## src/rtl/lsp_pol_pkg.sv

```systemverilog
`default_nettype none

package lsp_pol_pkg;

	////////////////////////////////////////
	// Scratch RAM geometry
	////////////////////////////////////////

	localparam int addr_width = 6;
	localparam int data_width = 32;
	localparam int host_addr_width = 7;

	// Word addresses inside the RAM
	localparam logic [addr_width-1:0] lsp_base = 6'd0;
	localparam logic [addr_width-1:0] f1_base = 6'd32;
	localparam logic [addr_width-1:0] f2_base = 6'd48;

	// Bit 6 of the host address selects control space
	localparam logic [host_addr_width-1:0] ctrl_addr = 7'd64;

	////////////////////////////////////////
	// Recurrence constants
	////////////////////////////////////////

	localparam logic [data_width-1:0] f0_value = 32'h0100_0000;
	localparam logic [15:0] lsp_scale = 16'd512;

	typedef struct packed {
		logic [addr_width-1:0] read_addr;
		logic [addr_width-1:0] write_addr;
		logic [data_width-1:0] write_data;
		logic write_en;
	} mem_port_t;

endpackage

`default_nettype wire

```

## src/rtl/fixed_point_ops.sv

```systemverilog
`timescale 1ns/100ps
`default_nettype none

module fixed_point_ops (
	input wire [31:0] msu_acc,
	input wire [15:0] msu_a,
	input wire [15:0] msu_b,
	output logic [31:0] msu_result,
	input wire [31:0] add_a,
	input wire [31:0] add_b,
	output logic [31:0] add_result,
	input wire [31:0] sub_a,
	input wire [31:0] sub_b,
	output logic [31:0] sub_result,
	input wire [31:0] shl_in,
	output logic [31:0] shl_result,
	input wire [15:0] mpy_hi,
	input wire [15:0] mpy_lo,
	input wire [15:0] mpy_n,
	output logic [31:0] mpy_result,
	input wire [31:0] extract_in,
	output logic [15:0] extract_hi,
	output logic [15:0] extract_lo
);

	logic [31:0] extract_tmp;

	// Clamp a 33-bit sum to 32 bits
	function automatic logic [31:0] sat_32(input logic [32:0] x);
		if (x[32] != x[31]) begin
			return x[32] ? 32'h8000_0000 : 32'h7FFF_FFFF;
		end
		return x[31:0];
	endfunction

	function automatic logic [31:0] l_add(input logic [31:0] a, input logic [31:0] b);
		return sat_32({a[31], a} + {b[31], b});
	endfunction

	function automatic logic [31:0] l_sub(input logic [31:0] a, input logic [31:0] b);
		return sat_32({a[31], a} - {b[31], b});
	endfunction

	// -32768 * -32768 is the only overflowing product
	function automatic logic [31:0] l_mult(input logic signed [15:0] a,
			input logic signed [15:0] b);
		logic signed [31:0] p;
		p = a * b;
		if (p == 32'sh4000_0000) begin
			return 32'h7FFF_FFFF;
		end
		return {p[30:0], 1'b0};
	endfunction

	function automatic logic [15:0] mult_16(input logic signed [15:0] a,
			input logic signed [15:0] b);
		logic signed [31:0] p;
		p = (a * b) >>> 15;
		if (p > 32'sd32767) begin
			return 16'h7FFF;
		end
		return p[15:0];
	endfunction

	function automatic logic [31:0] l_shl_1(input logic [31:0] x);
		if (x[31] != x[30]) begin
			return x[31] ? 32'h8000_0000 : 32'h7FFF_FFFF;
		end
		return {x[30:0], 1'b0};
	endfunction

	assign msu_result = l_sub(msu_acc, l_mult(msu_a, msu_b));
	assign add_result = l_add(add_a, add_b);
	assign sub_result = l_sub(sub_a, sub_b);
	assign shl_result = l_shl_1(shl_in);

	// Mpy_32_16 as L_mac(L_mult(hi, n), mult(lo, n), 1)
	assign mpy_result = l_add(l_mult(mpy_hi, mpy_n), l_mult(mult_16(mpy_lo, mpy_n), 16'sd1));

	// L_Extract, lo taken from (x >> 1) - hi * 16384
	assign extract_hi = extract_in[31:16];
	assign extract_tmp = l_sub({extract_in[31], extract_in[31:1]},
		l_mult(extract_in[31:16], 16'sd16384));
	assign extract_lo = extract_tmp[15:0];

endmodule

`default_nettype wire

```

## src/rtl/get_lsp_pol.sv

```systemverilog
`timescale 1ns/100ps
`default_nettype none

module get_lsp_pol
	import lsp_pol_pkg::*;
(
	input wire clock,
	input wire reset,
	input wire start,
	input wire f_opt,
	output logic done,
	output mem_port_t mem_port,
	input wire [data_width-1:0] ram_rdata
);

	typedef enum logic [3:0] {
		st_idle,
		st_f0,
		st_f1,
		st_copy_rd,
		st_copy_wr,
		st_ex_rd,
		st_ex,
		st_mpy,
		st_add_rd,
		st_upd,
		st_lsp_rd,
		st_f1_wr,
		st_done
	} state_t;

	state_t state;
	logic [2:0] i_idx;
	logic [2:0] j_idx;
	logic [2:0] f_ptr;
	logic [3:0] lsp_ptr;
	logic [15:0] hi;
	logic [15:0] lo;
	logic [31:0] temp1;
	logic [31:0] temp2;

	logic [2:0] f_prev1;
	logic [2:0] f_prev2;
	logic [addr_width-1:0] region_base;
	logic [addr_width-1:0] addr_cur;
	logic [addr_width-1:0] addr_m1;
	logic [addr_width-1:0] addr_m2;
	logic [addr_width-1:0] addr_lsp;

	logic [31:0] msu_result;
	logic [31:0] add_result;
	logic [31:0] sub_result;
	logic [31:0] shl_result;
	logic [31:0] mpy_result;
	logic [15:0] extract_hi;
	logic [15:0] extract_lo;

	fixed_point_ops fixed_point_ops_i (
		.msu_acc(temp2),
		.msu_a(ram_rdata[15:0]),
		.msu_b(lsp_scale),
		.msu_result(msu_result),
		.add_a(temp2),
		.add_b(ram_rdata),
		.add_result(add_result),
		.sub_a(add_result),
		.sub_b(temp1),
		.sub_result(sub_result),
		.shl_in(mpy_result),
		.shl_result(shl_result),
		.mpy_hi(hi),
		.mpy_lo(lo),
		.mpy_n(ram_rdata[15:0]),
		.mpy_result(mpy_result),
		.extract_in(ram_rdata),
		.extract_hi(extract_hi),
		.extract_lo(extract_lo)
	);

	////////////////////////////////////////
	// Addresses of f[j], f[j-1], f[j-2]
	////////////////////////////////////////

	assign f_prev1 = f_ptr - 3'd1;
	assign f_prev2 = f_ptr - 3'd2;
	assign region_base = f_opt ? f2_base : f1_base;
	assign addr_cur = region_base + addr_width'(f_ptr);
	assign addr_m1 = region_base + addr_width'(f_prev1);
	assign addr_m2 = region_base + addr_width'(f_prev2);
	assign addr_lsp = lsp_base + addr_width'(lsp_ptr);

	always_ff @(posedge clock) begin
		if (reset) begin
			state <= st_idle;
			i_idx <= 3'd2;
			j_idx <= '0;
			f_ptr <= '0;
			lsp_ptr <= '0;
		end else begin
			case (state)
				st_idle: begin
					if (start) begin
						state <= st_f0;
						i_idx <= 3'd2;
						f_ptr <= '0;
						lsp_ptr <= '0;
					end
				end
				st_f0: begin
					f_ptr <= 3'd1;
					state <= st_f1;
				end
				st_f1: begin
					f_ptr <= 3'd2;
					lsp_ptr <= lsp_ptr + 4'd2;
					state <= st_copy_rd;
				end
				st_copy_rd: state <= st_copy_wr;
				st_copy_wr: begin
					j_idx <= i_idx;
					state <= st_ex_rd;
				end
				// Inner loop runs while j >= 2
				st_ex_rd: state <= (j_idx < 3'd2) ? st_lsp_rd : st_ex;
				st_ex: state <= st_mpy;
				st_mpy: state <= st_add_rd;
				st_add_rd: state <= st_upd;
				st_upd: begin
					f_ptr <= f_prev1;
					j_idx <= j_idx - 3'd1;
					state <= st_ex_rd;
				end
				st_lsp_rd: state <= st_f1_wr;
				st_f1_wr: begin
					f_ptr <= f_ptr + i_idx;
					lsp_ptr <= lsp_ptr + 4'd2;
					i_idx <= i_idx + 3'd1;
					state <= (i_idx == 3'd5) ? st_done : st_copy_rd;
				end
				default: state <= st_idle;
			endcase
		end
	end

	always_ff @(posedge clock) begin
		case (state)
			// Zero accumulator for f[1] = L_msu(0, lsp[0], 512)
			st_f0: temp2 <= '0;
			st_ex: begin
				hi <= extract_hi;
				lo <= extract_lo;
			end
			st_mpy: temp1 <= shl_result;
			st_add_rd, st_lsp_rd: temp2 <= ram_rdata;
			default: ;
		endcase
	end

	////////////////////////////////////////
	// RAM port, one access per state
	////////////////////////////////////////

	always_comb begin
		mem_port = '0;
		case (state)
			st_f0: begin
				mem_port.write_addr = addr_cur;
				mem_port.write_data = f0_value;
				mem_port.write_en = 1'b1;
				mem_port.read_addr = addr_lsp;
			end
			st_f1, st_f1_wr: begin
				mem_port.write_addr = addr_cur;
				mem_port.write_data = msu_result;
				mem_port.write_en = 1'b1;
			end
			st_copy_rd, st_add_rd: mem_port.read_addr = addr_m2;
			st_copy_wr: begin
				mem_port.write_addr = addr_cur;
				mem_port.write_data = ram_rdata;
				mem_port.write_en = 1'b1;
			end
			// f[1] itself once the inner loop is over
			st_ex_rd: mem_port.read_addr = (j_idx < 3'd2) ? addr_cur : addr_m1;
			st_ex, st_lsp_rd: mem_port.read_addr = addr_lsp;
			st_mpy: mem_port.read_addr = addr_cur;
			st_upd: begin
				mem_port.write_addr = addr_cur;
				mem_port.write_data = sub_result;
				mem_port.write_en = 1'b1;
			end
			default: ;
		endcase
	end

	assign done = state == st_done;

	a_f_ptr_range: assert property (@(posedge clock) disable iff (reset)
		mem_port.write_en |-> f_ptr <= 3'd5);

	// A start in the middle of a run would be lost
	a_start_while_idle: assert property (@(posedge clock) disable iff (reset)
		start |-> state == st_idle);

endmodule

`default_nettype wire

```

## src/rtl/lsp_pol_regs.sv

```systemverilog
`timescale 1ns/100ps
`default_nettype none

module lsp_pol_regs
	import lsp_pol_pkg::*;
(
	input wire clock,
	input wire reset,
	input wire host_write,
	input wire host_read,
	input wire [host_addr_width-1:0] host_addr,
	input wire [data_width-1:0] host_wdata,
	output logic [data_width-1:0] host_rdata,
	output logic host_rvalid,
	output logic start,
	output logic f_opt,
	input wire done,
	input wire mem_port_t seq_port,
	input wire [data_width-1:0] ram_rdata,
	output mem_port_t ram_port
);

	logic busy;
	logic done_flag;
	logic ctrl_sel;
	logic ram_sel;
	logic start_accept;
	logic rd_ctrl;
	logic [1:0] rd_status;
	mem_port_t host_port;

	////////////////////////////////////////
	// Address decode
	////////////////////////////////////////

	assign ctrl_sel = host_addr == ctrl_addr;
	assign ram_sel = !host_addr[host_addr_width-1];
	assign start_accept = host_write && ctrl_sel && host_wdata[0] && !busy;

	always_comb begin
		host_port.read_addr = host_addr[addr_width-1:0];
		host_port.write_addr = host_addr[addr_width-1:0];
		host_port.write_data = host_wdata;
		host_port.write_en = host_write && ram_sel && !busy;
	end

	// Sequencer owns the RAM for the whole run
	assign ram_port = busy ? seq_port : host_port;

	////////////////////////////////////////
	// Control and status
	////////////////////////////////////////

	always_ff @(posedge clock) begin
		if (reset) begin
			busy <= 1'b0;
			done_flag <= 1'b0;
			start <= 1'b0;
			f_opt <= 1'b0;
			host_rvalid <= 1'b0;
			rd_ctrl <= 1'b0;
		end else begin
			start <= start_accept;
			host_rvalid <= host_read;
			if (host_read) begin
				rd_ctrl <= ctrl_sel;
			end
			if (start_accept) begin
				busy <= 1'b1;
				done_flag <= 1'b0;
				f_opt <= host_wdata[1];
			end else if (done) begin
				busy <= 1'b0;
				done_flag <= 1'b1;
			end
		end
	end

	// Status sampled at the read strobe
	always_ff @(posedge clock) begin
		if (host_read) begin
			rd_status <= {done_flag, busy};
		end
	end

	assign host_rdata = rd_ctrl ? {{(data_width-2){1'b0}}, rd_status} : ram_rdata;

	// Sequencer finishes only a run that was handed the RAM
	a_done_while_busy: assert property (@(posedge clock) disable iff (reset)
		done |-> busy);

endmodule

`default_nettype wire

```

## src/rtl/lsp_pol_top.sv

```systemverilog
`timescale 1ns/100ps
`default_nettype none

module lsp_pol_top
	import lsp_pol_pkg::*;
(
	input wire clock,
	input wire reset,
	input wire host_write,
	input wire host_read,
	input wire [host_addr_width-1:0] host_addr,
	input wire [data_width-1:0] host_wdata,
	output logic [data_width-1:0] host_rdata,
	output logic host_rvalid,
	output logic pol_done
);

	logic start;
	logic f_opt;
	mem_port_t seq_port;
	mem_port_t ram_port;
	logic [data_width-1:0] ram_rdata;

	lsp_pol_regs lsp_pol_regs_i (
		.clock(clock),
		.reset(reset),
		.host_write(host_write),
		.host_read(host_read),
		.host_addr(host_addr),
		.host_wdata(host_wdata),
		.host_rdata(host_rdata),
		.host_rvalid(host_rvalid),
		.start(start),
		.f_opt(f_opt),
		.done(pol_done),
		.seq_port(seq_port),
		.ram_rdata(ram_rdata),
		.ram_port(ram_port)
	);

	// Done pulse goes straight out as pol_done
	get_lsp_pol get_lsp_pol_i (
		.clock(clock),
		.reset(reset),
		.start(start),
		.f_opt(f_opt),
		.done(pol_done),
		.mem_port(seq_port),
		.ram_rdata(ram_rdata)
	);

	scratch_ram scratch_ram_i (
		.clock(clock),
		.mem_port(ram_port),
		.rdata(ram_rdata)
	);

endmodule

`default_nettype wire

```

## src/rtl/scratch_ram.sv

```systemverilog
`timescale 1ns/100ps
`default_nettype none

module scratch_ram
	import lsp_pol_pkg::*;
(
	input wire clock,
	input wire mem_port_t mem_port,
	output logic [data_width-1:0] rdata
);

	logic [data_width-1:0] mem [0:(2**addr_width)-1];

	// Read sees the old word on a same-address write
	always_ff @(posedge clock) begin
		if (mem_port.write_en) begin
			mem[mem_port.write_addr] <= mem_port.write_data;
		end
		rdata <= mem[mem_port.read_addr];
	end

endmodule

`default_nettype wire

```

## config.mk

```make
export PLATFORM = sky130hd
export DESIGN_NAME = lsp_pol_top
export DESIGN_NICKNAME = d
export VERILOG_FILES = /design/src/rtl/lsp_pol_pkg.sv /design/src/rtl/fixed_point_ops.sv /design/src/rtl/get_lsp_pol.sv /design/src/rtl/lsp_pol_regs.sv /design/src/rtl/lsp_pol_top.sv /design/src/rtl/scratch_ram.sv
export SDC_FILE = /design/constraint.sdc
export NUM_CORES = 2
export LEC_CHECK = 0
export BUFFER_PORTS_ARGS = -buffer_cell sky130_fd_sc_hd__buf_2
export CAP_MARGIN = 10
export CORE_UTILIZATION = 50
export DETAILED_ROUTE_END_ITERATION = 7
export PLACE_DENSITY = 0.68
export SYNTH_ARGS = -nofsm -noshare
export SYNTH_HDL_FRONTEND = slang
export SYNTH_SLANG_ARGS = --single-unit
```

## constraint.sdc

```tcl
create_clock -name clock -period 16.1 [get_ports clock]
set_input_delay 4.025 -clock clock [delete_from_list [all_inputs] [get_ports clock]]
set_output_delay 4.025 -clock clock [all_outputs]
set_load 0.005 [all_outputs]
```

; Word-level counts from Yosys, hierarchy flattened
; Memories as Yosys holds them, arrays and structs flattened. A register that Yosys moved wholly into a read port is not among the register bits.
; Index checks and enable logic that the tools add are counted.
[op_classes]
n_eq_ne = 25
n_reduce_logical = 23
multipliers = 2
add_sub_neg = 14
n_mux = 61
order_cmp = 2
[op_table]
columns = cell, n
row1 = 32-bit two-way mux, 24
row2 = 39-bit one-hot mux with 4 select lines, 1
row3 = 16-bit two-way mux, 5
row4 = 32-bit by 32-bit adder with 33-bit output, 2
row5 = 32-bit by 32-bit subtractor with 33-bit output, 2
row6 = 16-bit by 16-bit multiplier with 32-bit output, 2
row7 = 32-bit one-hot mux with 2 select lines, 1
row8 = 45-bit two-way mux, 1
row9 = 4-bit one-hot mux with 11 select lines, 1
row10 = 31-bit by 32-bit subtractor with 33-bit output, 1
row11 = "16-bit by 32-bit equality test with 1-bit output, second input constant", 1
row12 = "32-bit equality test, second input constant", 1
row13 = 6-bit one-hot mux with 4 select lines, 1
row14 = "16-bit by 23-bit equality test with 1-bit output, second input constant", 1
row15 = "4-bit equality test, second input constant", 5
row16 = 6-bit by 3-bit adder with 6-bit output, 3
row17 = "16-bit by 18-bit equality test with 1-bit output, second input constant", 1
row18 = "17-bit by 16-bit > comparator with 1-bit output, second input constant", 1
row19 = "4-bit by 3-bit equality test with 1-bit output, second input constant", 4
row20 = 4-bit two-way mux, 4
row21 = 1-bit two-way mux, 15
row22 = 3-bit one-hot mux with 5 select lines, 1
row23 = 3-bit one-hot mux with 2 select lines, 2
row24 = 2-bit nonzero test, 5
row25 = 23 further kinds, 42
[totals]
out_inout_bits = 34
mem_count = 1
ram_bits = 2048
regBits = 121
[memory_table]
columns = name, depth, word_bits, read_ports, rd_ports_with_merged_regs, wr, line_no
row1 = scratch_ram_i.mem, 64, 32, 1, 1, 1, scratch_ram.sv:12  ; logic [data_width-1:0] mem [0:(2**addr_width)-1];

; Longest topological paths before layout
[logic_depth]
ltp_word = 14
ltp_mapped = 54
mapped_depth_nobuf = 46

; By module
; A second synthesis with hierarchy kept.
[unflattened]
cells_unflattened = 8368
area_unflattened_um2 = 122297.3
[by_module_without_submodules]
columns = module, area_each_um2, cells_per_inst, seq_area_each_um2, instances
row1 = scratch_ram, 78515.3, 3324, 62139.6, 1
row2 = fixed_point_ops, 37776.2, 4530, 0.0, 1
row3 = get_lsp_pol, 4941.0, 383, 3203.1, 1
row4 = lsp_pol_regs, 1064.8, 131, 180.2, 1

; Worst setup path before layout
; No wires, ideal clock.
[synth_path]
kind = register to register
start = reg scratch_ram_i.rdata[1], read port of scratch_ram_i.mem
end = reg get_lsp_pol_i.temp1[18], data pin
path_slack_ps = 4563
setup_time_ps = 130
stages_incl_launch_ff = 53
arrival_time_ps = 11407
period_less_slack_ps = 11537
cell_sequence = dfxtp_1 clkbuf_1 clkbuf_1 nand2_1 fa_1 inv_1 fa_1 inv_1 fa_1 fa_1 inv_1 fa_1 inv_1 fa_1 inv_1 ha_1 clkbuf_1 nand3_1 [... 17 more ...] o21ai_0 a21oi_1 o41a_1 nand3_1 a21boi_0 o21a_1 o21ai_0 nand2b_1 a31oi_1 nor4_4 o31ai_1 a31o_1 and3_1 or3_1 mux2i_1 buf_4 buf_6 a21o_1
[synth_between]
elab_chain_cells = 14
elab_cells_between_ends = 22
[synth_lines]
columns = item, line_no
row1 = start: declaration, scratch_ram.sv:9  ; output logic [data_width-1:0] rdata
row2 = 16-bit by 16-bit multiplier with 32-bit output, fixed_point_ops.sv:58  ; p = (a * b) >>> 15;
row3 = 17-bit by 16-bit > comparator with 1-bit output, fixed_point_ops.sv:59  ; if (p > 32'sd32767) begin
row4 = 1-bit two-way mux, fixed_point_ops.sv:59
row5 = 16-bit two-way mux, fixed_point_ops.sv:62  ; return p[15:0];
row6 = 16-bit by 32-bit equality test with 1-bit output, fixed_point_ops.sv:49  ; if (p == 32'sh4000_0000) begin
row7 = 1-bit two-way mux, fixed_point_ops.sv:49
row8 = 32-bit two-way mux, fixed_point_ops.sv:52  ; return {p[30:0], 1'b0};
row9 = 32-bit by 32-bit adder with 33-bit output *, fixed_point_ops.sv:37  ; return sat_32({a[31], a} + {b[31], b});
row10 = 32-bit two-way mux / 1-bit != test (equally long branches), "fixed_point_ops.sv:31, fixed_point_ops.sv:30"
row11 = 32-bit two-way mux / 1-bit two-way mux (equally long branches), fixed_point_ops.sv:30  ; if (x[32] != x[31]) begin
row12 = 32-bit two-way mux *, fixed_point_ops.sv:33  ; return x[31:0];
row13 = 32-bit two-way mux / 1-bit != test (equally long branches), "fixed_point_ops.sv:67, fixed_point_ops.sv:66"
row14 = 32-bit two-way mux / 1-bit two-way mux (equally long branches), fixed_point_ops.sv:66  ; if (x[31] != x[30]) begin
row15 = 32-bit two-way mux *, fixed_point_ops.sv:69  ; return {x[30:0], 1'b0};
row16 = via get_lsp_pol_i.fixed_point_ops_i.shl_result[18], fixed_point_ops.sv:16  ; output logic [31:0] shl_result,
row17 = end signal: assignment, get_lsp_pol.sv:153  ; st_mpy: temp1 <= shl_result;
row18 = end: declaration, get_lsp_pol.sv:39  ; logic [31:0] temp1;
; The timed path passes the listed nets; every way through them passes the cells marked *. The select of a mux whose other input is x is not followed.
; A chain may end at the register's enable or synchronous reset.

; Worst setup path in the final report
[layout_path]
start = reg scratch_ram_i.rdata[15], read port of scratch_ram_i.mem
end = reg get_lsp_pol_i.temp1[17], data pin
; Same word-level chain as after synthesis.

==> impl_metrics.csv <==
group,metric,value,unit
global_routing,antenna_found_initial,9,
global_routing,grt_overflow,0,
finish,final_area,123000,um^2
sta,final.period_utilization,0.809,
sta,setup_viol,0,
global_routing,grt_start_max_net_pins,107,
sta,fin_tns_setup,0,ps
global_routing,first_global_vias,65974,
critical_path,cpMostUsedCell,"fa_1",
critical_path,cp_max_fo,33,
route,routedWlPerCell,28.7,um
synthesis,avgSynthCellArea,15.2,um^2
clocking,clk_path_buf_depth,3,
floorplan,die-area,223000,um^2
critical_path,critPathRequiredTime,16810,ps
placed_design,port-buffer-count,76,
clocking,numCtsBuffers,206,
route,via_per_inst,6.15,
critical_path,arrival,13720,ps
synthesis,ys.flop_type,"edfxtp_1",
sta,finalHoldViolations,0,
finish,syn2layout_area_growth,10.8,%
route,ant_nets,0,
sta,clock.fmax,76.8,MHz
critical_path,crit_buf_inv,9,
synthesis,synth-async-reset-ratio,0,
clocking,worstSkewPairLatency,870,ps
synthesis,ys_types,91,
synthesis,synth_cells,7284,
route,drtPass1Iterations,5,
synthesis,synth.area.top_cells,"edfxtp_1, mux4_2, fa_1, ha_1, inv_1",
finish,drive_above_1_share,0.163,
critical_path,crit_path_start_kind,"register",
clocking,cts-resized-gates,0,
floorplan,die_w,473,um
floorplan,core_area,220000,um^2
critical_path,cp_top_family,"compound AO/OA/AOI/OAI gates",
critical_path,critPathMaxStageDelay,560,ps
clocking,post-cts-setup-buffers,0,
clocking,ctsRootBufferMaster,"clkbuf_16",
critical_path,path_class,"register to register",
placed_design,placed_area,116000,um^2
floorplan,pin_count,77,
placed_design,hpwl,182,mm
critical_path,end_kind,"register",
route,drc,0,
clocking,cts.clk_slew.worst_paths,60,ps
sta,worst_slew_pin_slew,1250,ps
sta,skew,43.1,ps
status,status,"completed",
floorplan,rows,172,
clocking,cts_max_level,4,
global_routing,track_usage,0.272,
synthesis,synth-seq-cells,2200,
route,drt-total-wl,302,mm
route,vias,64774,
sta,slew_viol_final,0,
sta,slew-limit-headroom,0.163,
flow_run,maxCapViolations,0,
finish,nNetsFinal,8239,
synthesis,yosys.area.top_type_share,0.582,
critical_path,crit_slowest_cell,"inv_1",
synthesis,synth_area_leader_cell,"edfxtp_1",
floorplan,dieHeight,473,um
synthesis,yosys_warnings,0,
sta,min_period,13020,ps
synthesis,seq_area_frac_synth,0.592,
clocking,cts_tree,"yes",
synthesis,synth.cell_area,111000,um^2
placed_design,globalplace.congestion,0.930,
sta,rsz0062_at_grt,"false",
clocking,holdBufCountCts,0,
route,drtIter0Drc,6992,
worst_hold_path,hp-class,"register to register",
clocking,cts_sinks,2200,
synthesis,synth_edf_count,2146,
floorplan,start_util,0.504,
global_routing,grt_pass1_wl,441,mm
## cells by family (layout without fill, tap and decap cells)
logic type,count (synthesis),after routing,synth area share
xor+xnor,145,145,0.0117
fa+ha+maj,813,813,0.128
compound gates,970,970,0.0592
other cells,2,11,0.0000678
mux,519,519,0.105
simple gates,1566,1566,0.0686
flops,2200,2200,0.592
buf+inv,1069,1343,0.0365
## per-layer routing
metal | GRT usage | part of all wire | up-vias
met5 | 0 | 0.000053 | -
met4 | 0.128 | 0.051 | 2
met3 | 0.0422 | 0.079 | 605
met2 | 0.449 | 0.49 | 3148
met1 | 0.355 | 0.38 | 33852
li1 | - | - | 27167
## cells in the mapped netlist, types with 5 or more instances
library cell / number
edfxtp_1: 2146
inv_1: 692
nand2_1: 623
fa_1: 527
mux4_2: 512
and2_1: 375
clkbuf_1: 298
ha_1: 286
nor2_1: 226
a21oi_1: 213
a211oi_1: 179
o21ai_0: 132
xnor2_1: 93
a31oi_1: 81
a21o_1: 77
buf_1: 71
a311oi_1: 65
nor3_1: 63
nand3_1: 62
dfxtp_1: 54
nand2b_1: 50
xor2_1: 50
nor2b_1: 44
o21a_1: 33
or2_2: 29
and3_1: 27
o211ai_1: 26
o21bai_1: 26
nand4_1: 19
a221oi_1: 18
a22oi_1: 14
or3_1: 12
a31o_2: 11
o221ai_1: 9
a21boi_0: 8
a2111oi_0: 7
a211o_1: 7
a41o_1: 6
mux2i_1: 6
nor4_1: 6
o31ai_1: 6
buf_2: 5
o21ba_2: 5
o22ai_1: 5
o41a_1: 5
## path summary, 6_finish.rpt
| path | slack [ps] | start | depth (start not counted) | to |
|---|---|---|---|---|
| setup / recovery | 3080 | scratch_ram_i.rdata[15] | 44 | get_lsp_pol_i.temp1[17] |
| hold / removal | 440 | lsp_pol_regs_i.done_flag | 0 | lsp_pol_regs_i.rd_status[1] |
| setup reg to reg | 3080 | scratch_ram_i.rdata[15] | 44 | get_lsp_pol_i.temp1[17] |
| hold reg to reg | 440 | lsp_pol_regs_i.done_flag | 0 | lsp_pol_regs_i.rd_status[1] |
## layout make-up
type,instances,area (um^2)
Timing Repair Buffer,266,1930
Multi-Input combinational cell,4017,42000
Sequential cell,2200,65500
Clock buffer,251,5410
Antenna cell,7,17.5
Tap cell,2958,3700
Fill cell,17147,97200
Clock inverter,134,1570
Inverter,692,2600
## layout by cell type, fill, tap and decap left out, types with 77 or more instances in the layout
cell type,Yosys,final
nor2_1,226,159
fa_1,527,527
inv_1,692,692
a31oi_1,81,78
mux4_2,512,512
a21o_1,77,77
ha_1,286,286
o21ai_0,132,131
nand2_1,623,622
a21oi_1,213,209
and2_1,375,375
buf_4,1,178
xnor2_1,93,93
a211oi_1,179,178
edfxtp_1,2146,2146
clkbuf_16,0,208
## registers in the layout (all words and copies together) (netlist names), 2 cells and up
register                  count
get_lsp_pol_i.j_idx           3
lsp_pol_regs_i.rd_status      2
get_lsp_pol_i.temp1          32
get_lsp_pol_i.hi             16
get_lsp_pol_i.i_idx           3
get_lsp_pol_i.temp2          32
scratch_ram_i.rdata          32
get_lsp_pol_i.lsp_ptr         3
get_lsp_pol_i.lo             16
get_lsp_pol_i.f_ptr           3
scratch_ram_i.mem          2048
get_lsp_pol_i.state           4
## metrics by stage
step | util | instances | hold slack [ps] | setup slack (ps)
after global placement | 0.526 | 10131 | 419 | 3460
after global routing | 0.558 | 10523 | 463 | 2260
after detailed placement | 0.526 | 10131 | 423 | 3250
after floorplan | - | 7286 | 406 | 4560
final | 0.558 | 10525 | 437 | 3080
after CTS | 0.558 | 10516 | 438 | 3180
Power is left out: the tool's default activity adds up to more than one toggle a clock period on the data nets, which glitch-free logic cannot reach.
